`src/design/sg_alloc_pkg.sv`:
```
`default_nettype none

package sg_alloc_pkg;

    // ==============================
    // Sizes
    // ==============================

    // Pointer space, one pointer per buffer
    localparam int PTR_WID        = 4;
    localparam int NUM_BUFS       = 2 ** PTR_WID;

    // Bytes held by one buffer
    localparam int BUFFER_SIZE    = 64;
    localparam int SIZE_WID       = $clog2(BUFFER_SIZE);

    // Largest frame uses every buffer
    localparam int MAX_FRAME_SIZE = NUM_BUFS * BUFFER_SIZE;
    localparam int FRAME_SIZE_WID = $clog2(MAX_FRAME_SIZE + 1);

    // Opaque per-buffer metadata
    localparam int META_WID       = 4;

    // ==============================
    // Types
    // ==============================

    typedef logic [PTR_WID-1:0] ptr_t;

    // Scatter write data, size only valid with eof
    typedef struct packed {
        logic                eof;
        logic [SIZE_WID-1:0] size;
        logic [META_WID-1:0] meta;
        logic                err;
    } store_t;

    // Descriptor as kept in memory
    // next_ptr is don't-care on the last buffer
    typedef struct packed {
        ptr_t                next_ptr;
        logic                eof;
        logic [SIZE_WID-1:0] size;
        logic [META_WID-1:0] meta;
        logic                err;
    } desc_t;

    // One-cycle report at end of frame
    typedef struct packed {
        logic                      valid;
        ptr_t                      ptr;
        logic [FRAME_SIZE_WID-1:0] size;
        logic                      error;
    } frame_rpt_t;

    // ==============================
    // FSM states
    // ==============================

    typedef enum logic [1:0] {
        SCAT_IDLE,
        SCAT_ALLOC,
        SCAT_WRITE
    } scat_state_t;

    typedef enum logic [1:0] {
        GATH_IDLE,
        GATH_READ,
        GATH_ACK
    } gath_state_t;

endpackage

`default_nettype wire

```
`src/design/desc_ram.sv`:
```
`timescale 1ns/1ps
`default_nettype none

module desc_ram (
    input  wire                   clk,
    input  wire                   rst_n,
    input  wire                   wr_en,
    input  wire sg_alloc_pkg::ptr_t  wr_ptr,
    input  wire sg_alloc_pkg::desc_t wr_desc,
    input  wire                   rd_en,
    input  wire sg_alloc_pkg::ptr_t  rd_ptr,
    output sg_alloc_pkg::desc_t   rd_desc
);

    import sg_alloc_pkg::*;

    // One descriptor per buffer pointer
    desc_t mem [NUM_BUFS];

    // ==============================
    // Write port
    // ==============================

    always_ff @(posedge clk) begin
        if (wr_en) begin
            mem[wr_ptr] <= wr_desc;
        end
    end

    // ==============================
    // Read port
    // ==============================

    // Data appears the cycle after rd_en
    // and holds until the next read
    always_ff @(posedge clk or negedge rst_n) begin
        if (!rst_n) begin
            rd_desc <= '0;
        end else if (rd_en) begin
            rd_desc <= mem[rd_ptr];
        end
    end

endmodule

`default_nettype wire

```
`src/design/free_list.sv`:
```
`timescale 1ns/1ps
`default_nettype none

module free_list (
    input  wire                 clk,
    input  wire                 rst_n,
    input  wire                 pop,
    input  wire                 push,
    input  wire sg_alloc_pkg::ptr_t push_ptr,
    output sg_alloc_pkg::ptr_t  head,
    output logic                empty,
    output logic                init_done
);

    import sg_alloc_pkg::*;

    // Pointer storage, one slot per buffer
    ptr_t               mem [NUM_BUFS];

    // Circular indices and occupancy
    ptr_t               rd_idx;
    ptr_t               wr_idx;
    logic [PTR_WID:0]   count;

    // Qualified requests
    logic               do_pop;
    logic               do_push;
    logic               mem_we;
    ptr_t               mem_wdata;

    // ==============================
    // Request qualification
    // ==============================

    // Nothing leaves the list until the fill is over
    assign empty   = !init_done || (count == '0);
    assign do_pop  = pop && !empty;
    assign do_push = push && init_done;

    // Fill phase writes the index value itself
    // so the list comes up as 0, 1, ... 15
    assign mem_we    = !init_done || do_push;
    assign mem_wdata = init_done ? push_ptr : wr_idx;

    always_ff @(posedge clk) begin
        if (mem_we) begin
            mem[wr_idx] <= mem_wdata;
        end
    end

    // Oldest free pointer
    assign head = mem[rd_idx];

    // ==============================
    // Indices, count, fill control
    // ==============================

    // Write index doubles as fill counter
    always_ff @(posedge clk or negedge rst_n) begin
        if (!rst_n) begin
            rd_idx    <= '0;
            wr_idx    <= '0;
            count     <= '0;
            init_done <= 1'b0;
        end else begin
            if (!init_done) begin
                wr_idx <= wr_idx + 1'b1;
                count  <= count + 1'b1;
                // Last slot written on this edge
                if (wr_idx == PTR_WID'(NUM_BUFS - 1)) begin
                    init_done <= 1'b1;
                end
            end else begin
                if (do_pop) begin
                    rd_idx <= rd_idx + 1'b1;
                end
                if (do_push) begin
                    wr_idx <= wr_idx + 1'b1;
                end
                // Simultaneous push and pop leaves count alone
                case ({do_push, do_pop})
                    2'b10:   count <= count + 1'b1;
                    2'b01:   count <= count - 1'b1;
                    default: count <= count;
                endcase
            end
        end
    end

endmodule

`default_nettype wire

```
`src/design/gather_port.sv`:
```
`timescale 1ns/1ps
`default_nettype none

module gather_port (
    input  wire                      clk,
    input  wire                      rst_n,
    input  wire                      gath_cyc,
    input  wire                      gath_stb,
    input  wire sg_alloc_pkg::ptr_t  gath_adr,
    input  wire sg_alloc_pkg::desc_t rd_desc,
    output logic                     gath_ack,
    output sg_alloc_pkg::desc_t      gath_dat,
    output logic                     rd_en,
    output sg_alloc_pkg::ptr_t       rd_ptr,
    output logic                     push,
    output sg_alloc_pkg::ptr_t       push_ptr
);

    import sg_alloc_pkg::*;

    gath_state_t state;

    // Address held for the read and the recycle
    ptr_t        adr_q;
    logic        start;

    assign start = (state == GATH_IDLE) && gath_cyc && gath_stb;

    // ==============================
    // FSM
    // ==============================

    // IDLE latches, READ hits the memory, ACK returns data
    always_ff @(posedge clk or negedge rst_n) begin
        if (!rst_n) begin
            state <= GATH_IDLE;
        end else begin
            case (state)
                GATH_IDLE: begin
                    if (start) begin
                        state <= GATH_READ;
                    end
                end
                GATH_READ: state <= GATH_ACK;
                GATH_ACK:  state <= GATH_IDLE;
                default:   state <= GATH_IDLE;
            endcase
        end
    end

    always_ff @(posedge clk) begin
        if (start) begin
            adr_q <= gath_adr;
        end
    end

    // ==============================
    // Outputs
    // ==============================

    // Memory read one cycle ahead of the ack
    assign rd_en    = (state == GATH_READ);
    assign rd_ptr   = adr_q;

    assign gath_ack = (state == GATH_ACK);
    assign gath_dat = rd_desc;

    // Buffer goes back to the free list once its descriptor is out
    assign push     = gath_ack;
    assign push_ptr = adr_q;

endmodule

`default_nettype wire

```
`src/design/scatter_port.sv`:
```
`timescale 1ns/1ps
`default_nettype none

module scatter_port (
    input  wire                       clk,
    input  wire                       rst_n,
    input  wire                       scat_cyc,
    input  wire                       scat_stb,
    input  wire sg_alloc_pkg::store_t scat_dat,
    input  wire sg_alloc_pkg::ptr_t   head,
    input  wire                       empty,
    output logic                      scat_ack,
    output sg_alloc_pkg::ptr_t        scat_ptr,
    output logic                      pop,
    output logic                      wr_en,
    output sg_alloc_pkg::ptr_t        wr_ptr,
    output sg_alloc_pkg::desc_t       wr_desc,
    output sg_alloc_pkg::frame_rpt_t  frame
);

    import sg_alloc_pkg::*;

    scat_state_t                state;

    // Set once the head pointer of a frame is held
    logic                       frame_open;

    ptr_t                       cur_ptr;
    ptr_t                       next_ptr;
    ptr_t                       head_ptr;
    logic [FRAME_SIZE_WID-1:0]  size_acc;
    logic                       err_acc;

    logic                       take_cur;
    logic                       take_next;
    logic                       in_write;

    // ==============================
    // Pointer allocation
    // ==============================

    // First pointer of a frame is taken as soon as stb is seen
    // Link pointer taken in ALLOC, not needed for eof
    always_comb begin
        case (state)
            SCAT_IDLE:  pop = scat_cyc && scat_stb && !frame_open && !empty;
            SCAT_ALLOC: pop = !empty && (!frame_open || !scat_dat.eof);
            default:    pop = 1'b0;
        endcase
    end

    assign take_cur  = pop && !frame_open;
    assign take_next = pop && frame_open;
    assign in_write  = (state == SCAT_WRITE);

    // ==============================
    // FSM
    // ==============================

    always_ff @(posedge clk or negedge rst_n) begin
        if (!rst_n) begin
            state      <= SCAT_IDLE;
            frame_open <= 1'b0;
        end else begin
            case (state)
                SCAT_IDLE: begin
                    if (scat_cyc && scat_stb) begin
                        state <= SCAT_ALLOC;
                    end
                end
                SCAT_ALLOC: begin
                    // Wait here while the free list is short
                    if (frame_open && (scat_dat.eof || !empty)) begin
                        state <= SCAT_WRITE;
                    end
                end
                SCAT_WRITE: begin
                    state <= SCAT_IDLE;
                    if (scat_dat.eof) begin
                        frame_open <= 1'b0;
                    end
                end
                default: state <= SCAT_IDLE;
            endcase
            if (take_cur) begin
                frame_open <= 1'b1;
            end
        end
    end

    // Chain pointers and running totals
    always_ff @(posedge clk) begin
        if (take_cur) begin
            cur_ptr  <= head;
            head_ptr <= head;
            size_acc <= '0;
            err_acc  <= 1'b0;
        end else if (in_write && !scat_dat.eof) begin
            // Next buffer lands where this one points
            cur_ptr  <= next_ptr;
            size_acc <= size_acc + FRAME_SIZE_WID'(BUFFER_SIZE);
            err_acc  <= err_acc | scat_dat.err;
        end
        if (take_next) begin
            next_ptr <= head;
        end
    end

    // ==============================
    // Outputs
    // ==============================

    assign scat_ack = in_write;
    assign scat_ptr = cur_ptr;
    assign wr_en    = in_write;
    assign wr_ptr   = cur_ptr;

    always_comb begin
        wr_desc.next_ptr = next_ptr;
        wr_desc.eof      = scat_dat.eof;
        wr_desc.size     = scat_dat.size;
        wr_desc.meta     = scat_dat.meta;
        wr_desc.err      = scat_dat.err;

        // Report rides on the ack of the eof buffer
        frame.valid = in_write && scat_dat.eof;
        frame.ptr   = head_ptr;
        frame.size  = size_acc + FRAME_SIZE_WID'(scat_dat.size);
        frame.error = err_acc | scat_dat.err;
    end

endmodule

`default_nettype wire

```
`src/design/sg_alloc_top.sv`:
```
`timescale 1ns/1ps
`default_nettype none

module sg_alloc_top (
    input  wire                       clk,
    input  wire                       rst_n,
    input  wire                       scat_cyc,
    input  wire                       scat_stb,
    input  wire sg_alloc_pkg::store_t scat_dat,
    input  wire                       gath_cyc,
    input  wire                       gath_stb,
    input  wire sg_alloc_pkg::ptr_t   gath_adr,
    output logic                      init_done,
    output logic                      scat_ack,
    output sg_alloc_pkg::ptr_t        scat_ptr,
    output logic                      gath_ack,
    output sg_alloc_pkg::desc_t       gath_dat,
    output sg_alloc_pkg::frame_rpt_t  frame
);

    import sg_alloc_pkg::*;

    // Free list handshake
    logic  pop;
    logic  push;
    ptr_t  head;
    ptr_t  push_ptr;
    logic  empty;

    // Descriptor memory ports
    logic  wr_en;
    ptr_t  wr_ptr;
    desc_t wr_desc;
    logic  rd_en;
    ptr_t  rd_ptr;
    desc_t rd_desc;

    // Reads held off until the list is filled
    logic  gath_stb_ok;

    assign gath_stb_ok = gath_stb && init_done;

    // ==============================
    // Processing core
    // ==============================

    free_list u_free_list (
        .clk(clk), .rst_n(rst_n), .pop(pop), .push(push), .push_ptr(push_ptr),
        .head(head), .empty(empty), .init_done(init_done)
    );

    desc_ram u_desc_ram (
        .clk(clk), .rst_n(rst_n), .wr_en(wr_en), .wr_ptr(wr_ptr), .wr_desc(wr_desc),
        .rd_en(rd_en), .rd_ptr(rd_ptr), .rd_desc(rd_desc)
    );

    // ==============================
    // Bus ports
    // ==============================

    scatter_port u_scatter_port (
        .clk(clk), .rst_n(rst_n), .scat_cyc(scat_cyc), .scat_stb(scat_stb),
        .scat_dat(scat_dat), .head(head), .empty(empty), .scat_ack(scat_ack),
        .scat_ptr(scat_ptr), .pop(pop), .wr_en(wr_en), .wr_ptr(wr_ptr),
        .wr_desc(wr_desc), .frame(frame)
    );

    gather_port u_gather_port (
        .clk(clk), .rst_n(rst_n), .gath_cyc(gath_cyc), .gath_stb(gath_stb_ok),
        .gath_adr(gath_adr), .rd_desc(rd_desc), .gath_ack(gath_ack),
        .gath_dat(gath_dat), .rd_en(rd_en), .rd_ptr(rd_ptr), .push(push),
        .push_ptr(push_ptr)
    );

endmodule

`default_nettype wire

```
`config.mk`:
```
export PLATFORM = sky130hd
export DESIGN_NAME = sg_alloc_top
export DESIGN_NICKNAME = d
export VERILOG_FILES = /design/src/design/sg_alloc_pkg.sv /design/src/design/desc_ram.sv /design/src/design/free_list.sv /design/src/design/gather_port.sv /design/src/design/scatter_port.sv /design/src/design/sg_alloc_top.sv
export SDC_FILE = /design/constraint.sdc
export NUM_CORES = 1
export LEC_CHECK = 0
export BUFFER_PORTS_ARGS = -buffer_cell sky130_fd_sc_hd__buf_2
export CAP_MARGIN = 20
export CORE_UTILIZATION = 30
export CTS_CLUSTER_DIAMETER = 50
export DETAILED_ROUTE_END_ITERATION = 8
export PLACE_DENSITY = 0.44
export RECOVER_POWER = 50
export SETUP_SLACK_MARGIN = 0.3
export SYNTH_ARGS = -nofsm -noshare
export SYNTH_HDL_FRONTEND = slang
export SYNTH_SLANG_ARGS = --single-unit
```
`constraint.sdc`:
```
create_clock -name clk -period 7.6 [get_ports clk]
set_clock_uncertainty 0.15 [all_clocks]
set_input_delay 0.76 -clock clk [delete_from_list [all_inputs] [get_ports clk]]
set_output_delay 0.76 -clock clk [all_outputs]
set_load 0.1 [all_outputs]
```
==> impl_metrics.env <==
export IMPL_outcome="finished, violations left"
export IMPL_violations="max-capacitance violations, max-slew violations"
export IMPL_hold_end="u_gather_port.push_ptr[2]$_DFFE_PP_"
export IMPL_die_h_um=225
export IMPL_clock_power_share=0.371
export IMPL_synth_distinct_cells=47
export IMPL_fmax_mhz=254
export IMPL_hold_violations=0
export IMPL_yosysSeqAreaShare=0.742
export IMPL_clk_latency_ps=580
export IMPL_p_per_area_nw_per_um2=335
export IMPL_diodes=0
export IMPL_cap_violations=6
export IMPL_ys_ff_latch=377
export IMPL_path_class="flip-flop to flip-flop"
export IMPL_drc_errors=0
export IMPL_grt_pass1_vias=7900
export IMPL_power_frac_comb=0.170
export IMPL_maxSlewViolCount=140
export IMPL_cp_max_fo=22
export IMPL_grtUsageTotal=0.152
export IMPL_synthMuxAreaShare=0.130
export IMPL_drive_gt1_frac=0.213
export IMPL_num_fill_cells=4700
export IMPL_worst_setup_path_start_kind="flip-flop"
export IMPL_coreArea_um2=49100
export IMPL_crit_arrival_ps=4170
export IMPL_p_sw_frac=0.306
export IMPL_dieArea_um2=50700
export IMPL_gp_congestion=0.672
export IMPL_synthXorXnorAreaFrac=0.00820
export IMPL_synth_compound_area_share=0.0479
export IMPL_async_reset_ff_frac=0.0928
export IMPL_peakVddDrop_v=0.000191
export IMPL_utilization=0.357
export IMPL_fp_dieW_um=225
export IMPL_io_buffers=61
export IMPL_cts_sinks=377
export IMPL_post_cts_buffers=0
export IMPL_cts_resized_gates=0
export IMPL_nets=936
export IMPL_drt_pass1_iterations=5
export IMPL_synth_edf_count=336
export IMPL_synth_most_common_cell="edfxtp_1"
export IMPL_postSynthAreaPerCell_um2=18.1
export IMPL_synth_area_leaders="edfxtp_1 67%, mux4_2 6.0%, dfrtp_1 5.9%"
export IMPL_finalCritPeriodShare=0.519
export IMPL_grt_pass1_wl_mm=54.9
export IMPL_grt_antenna_before_repair=1
export IMPL_rsz0062_at_grt="false"
export IMPL_synth_top_family_by_area="multiplexers"
export IMPL_via_per_inst=4.76
export IMPL_reg2reg_slack_ps=3660
export IMPL_path_clk_slew_ps=60
export IMPL_internal_power_w=0.00407
export IMPL_cellLeakagePower_nw=5.84
export IMPL_synth_area_leader_cell="edfxtp_1"
export IMPL_io_pin_count=62
export IMPL_timing_setup_tns_ps=0
export IMPL_wl_per_cell_um=23.5
export IMPL_reg2regPathDepth=6
export IMPL_drt_initial_drc_count=411
export IMPL_drt_total_wl_mm=37.6
export IMPL_setup_violations=0
export IMPL_min_path_type="input pin to flip-flop"
export IMPL_min_delay_start="gath_adr[2]"
export IMPL_yosys_most_used_dff="edfxtp_1"
export IMPL_dp_hpwl_mm=21.3
export IMPL_worst_pin_slew_ps=2260
export IMPL_postCtsHoldBufs=0
export IMPL_drtAntennaViolNets=0
export IMPL_syn_area_um2=14900
export IMPL_numCtsBuffers=46
export IMPL_yosysWarnings=0
export IMPL_synthTopCellsByCount="336 x edfxtp_1, 61 x mux2i_1, 59 x nor2_1"
export IMPL_grt_max_degree=61
export IMPL_cts_max_level=2
export IMPL_reg2reg_to="u_desc_ram.rd_desc[2]$_DFFE_PN0N_"
export IMPL_row_count=81
export IMPL_synth_simple_area_share=0.0435
export IMPL_synthToLayoutAreaGrowth_pct=17.0
export IMPL_r2r_start="u_gather_port.push_ptr[2]$_DFFE_PP_"
export IMPL_relSlewSlack=-0.504
export IMPL_start_util=0.305
export IMPL_num_vias=7640
export IMPL_grt_overflow=0
export IMPL_synth_fa_ha_area_frac=0.00670
export IMPL_clockBufferDepth=3
export IMPL_p_sw_w=0.00179
export IMPL_syn_nets=855
export IMPL_p_seq_frac=0.459
export IMPL_period_minus_slack_ps=3940
export IMPL_worstPathRequired_ps=7820
export IMPL_clock_root_buffer="clkbuf_16"
export IMPL_whs_path_depth=1
export IMPL_syn_inst=825
export IMPL_synth_top_cell_area_share=0.675
export IMPL_cts_tree="yes"
export IMPL_end_kind="flip-flop"
-- worst max path at each step --
stage,startpoint,to,cells after the start
detailed placement,u_gather_port.push_ptr[1]$_DFFE_PP_,u_desc_ram.rd_desc[1]$_DFFE_PN0N_,7
global placement,u_gather_port.push_ptr[1]$_DFFE_PP_,u_desc_ram.rd_desc[15]$_DFFE_PN0N_,7
global route,u_gather_port.push_ptr[2]$_DFFE_PP_,u_desc_ram.rd_desc[2]$_DFFE_PN0N_,6
finish,u_gather_port.push_ptr[2]$_DFFE_PP_,u_desc_ram.rd_desc[2]$_DFFE_PN0N_,6
floorplan,u_scatter_port.state[0]$_DFFE_PN0P_,u_desc_ram.mem[3][0]$_DFFE_PP_,4
CTS,u_gather_port.push_ptr[1]$_DFFE_PP_,u_desc_ram.rd_desc[15]$_DFFE_PN0N_,7
-- registers in the layout, summed over array words and instances, names as in the netlist, 4 cells and up --
register / flops
u_desc_ram.mem: 256
u_desc_ram.rd_desc: 16
u_free_list.count: 5
u_free_list.mem: 64
u_free_list.rd_idx: 4
u_free_list.wr_idx: 4
u_gather_port.push_ptr: 4
u_scatter_port.head_ptr: 4
u_scatter_port.next_ptr: 4
u_scatter_port.scat_ptr: 4
u_scatter_port.size_acc: 5
-- per-stage QoR --
| step | cell area (um2) | hold WS (ps) | setup slack [ps] | std cells | power [W] |
|---|---|---|---|---|---|
| floorplan | 14900 | 279 | 4370 | 825 | 0.00345 |
| global placement | 16000 | 307 | 4410 | 1520 | 0.00375 |
| detailed placement | 16000 | 315 | 4380 | 1520 | 0.00375 |
| CTS | 17500 | 200 | 4370 | 1602 | 0.00596 |
| global route | 17500 | 239 | 3230 | 1604 | 0.00611 |
| finish | 17500 | 251 | 3660 | 1604 | 0.00587 |
-- cells by family after synthesis --
kind of cell,Yosys count
multiplexers,128
AND/OR/NAND/NOR,135
adder cells (fa/ha/maj),8
AO/OA/AOI/OAI,105
XOR/XNOR,14
flip-flops,377
buffers and inverters,58
-- metal layers --
metal	track usage	vias to the layer above	wire length, um
met5	0	-	13
met4	0.0366	2	574
met3	0.0314	51	1570
met2	0.240	153	17500
met1	0.215	4000	18000
li1	-	3434	-
-- layout make-up --
type	count	area, um2	share of cell area
clock buffer	57	1210	0.0694
multi-input combinational	390	3620	0.207
sequential	377	11100	0.634
inverter	9	33.8	0.00193
tap	664	831	0.0475
timing repair buffer	82	422	0.0241
clock inverter	25	289	0.0165
-- power by group through the flow --
stage / logic, W / registers [W] / clock network, W
after floorplan: 0.000570 / 0.00288 / 0
after global placement: 0.00102 / 0.00274 / 0
after detailed placement: 0.00102 / 0.00274 / 0
after CTS: 0.00102 / 0.00270 / 0.00224
after global routing: 0.00108 / 0.00272 / 0.00231
final: 0.00100 / 0.00269 / 0.00217
-- cell usage in the layout (no fill, tap or decap), types with 7 or more instances in the layout --
| cell type | n |
|---|---|
| nor2_4 | 9 |
| buf_4 | 14 |
| mux4_1 | 8 |
| clkbuf_16 | 47 |
| edfxtp_1 | 336 |
| clkbuf_1 | 33 |
| nand2_1 | 19 |
| buf_2 | 44 |
| clkinv_2 | 7 |
| ha_1 | 8 |
| mux2_2 | 13 |
| a22o_1 | 12 |
| mux4_2 | 40 |
| a2111oi_0 | 12 |
| dfrtp_1 | 35 |
| a22oi_1 | 8 |
| mux2i_1 | 61 |
| nor2_1 | 48 |
| inv_1 | 9 |
| nor2b_1 | 19 |
| xnor2_1 | 8 |
| a21oi_1 | 36 |
| a211oi_1 | 19 |
-- critical path, stage by stage (launching register included) --
cell,delay (ps)
edfxtp_1,320
clkbuf_1,1370
nand2_1,990
a211oi_1,470
a2111oi_0,130
a21oi_1,200
a21oi_1,80
Power figures use the tool's default switching activity.
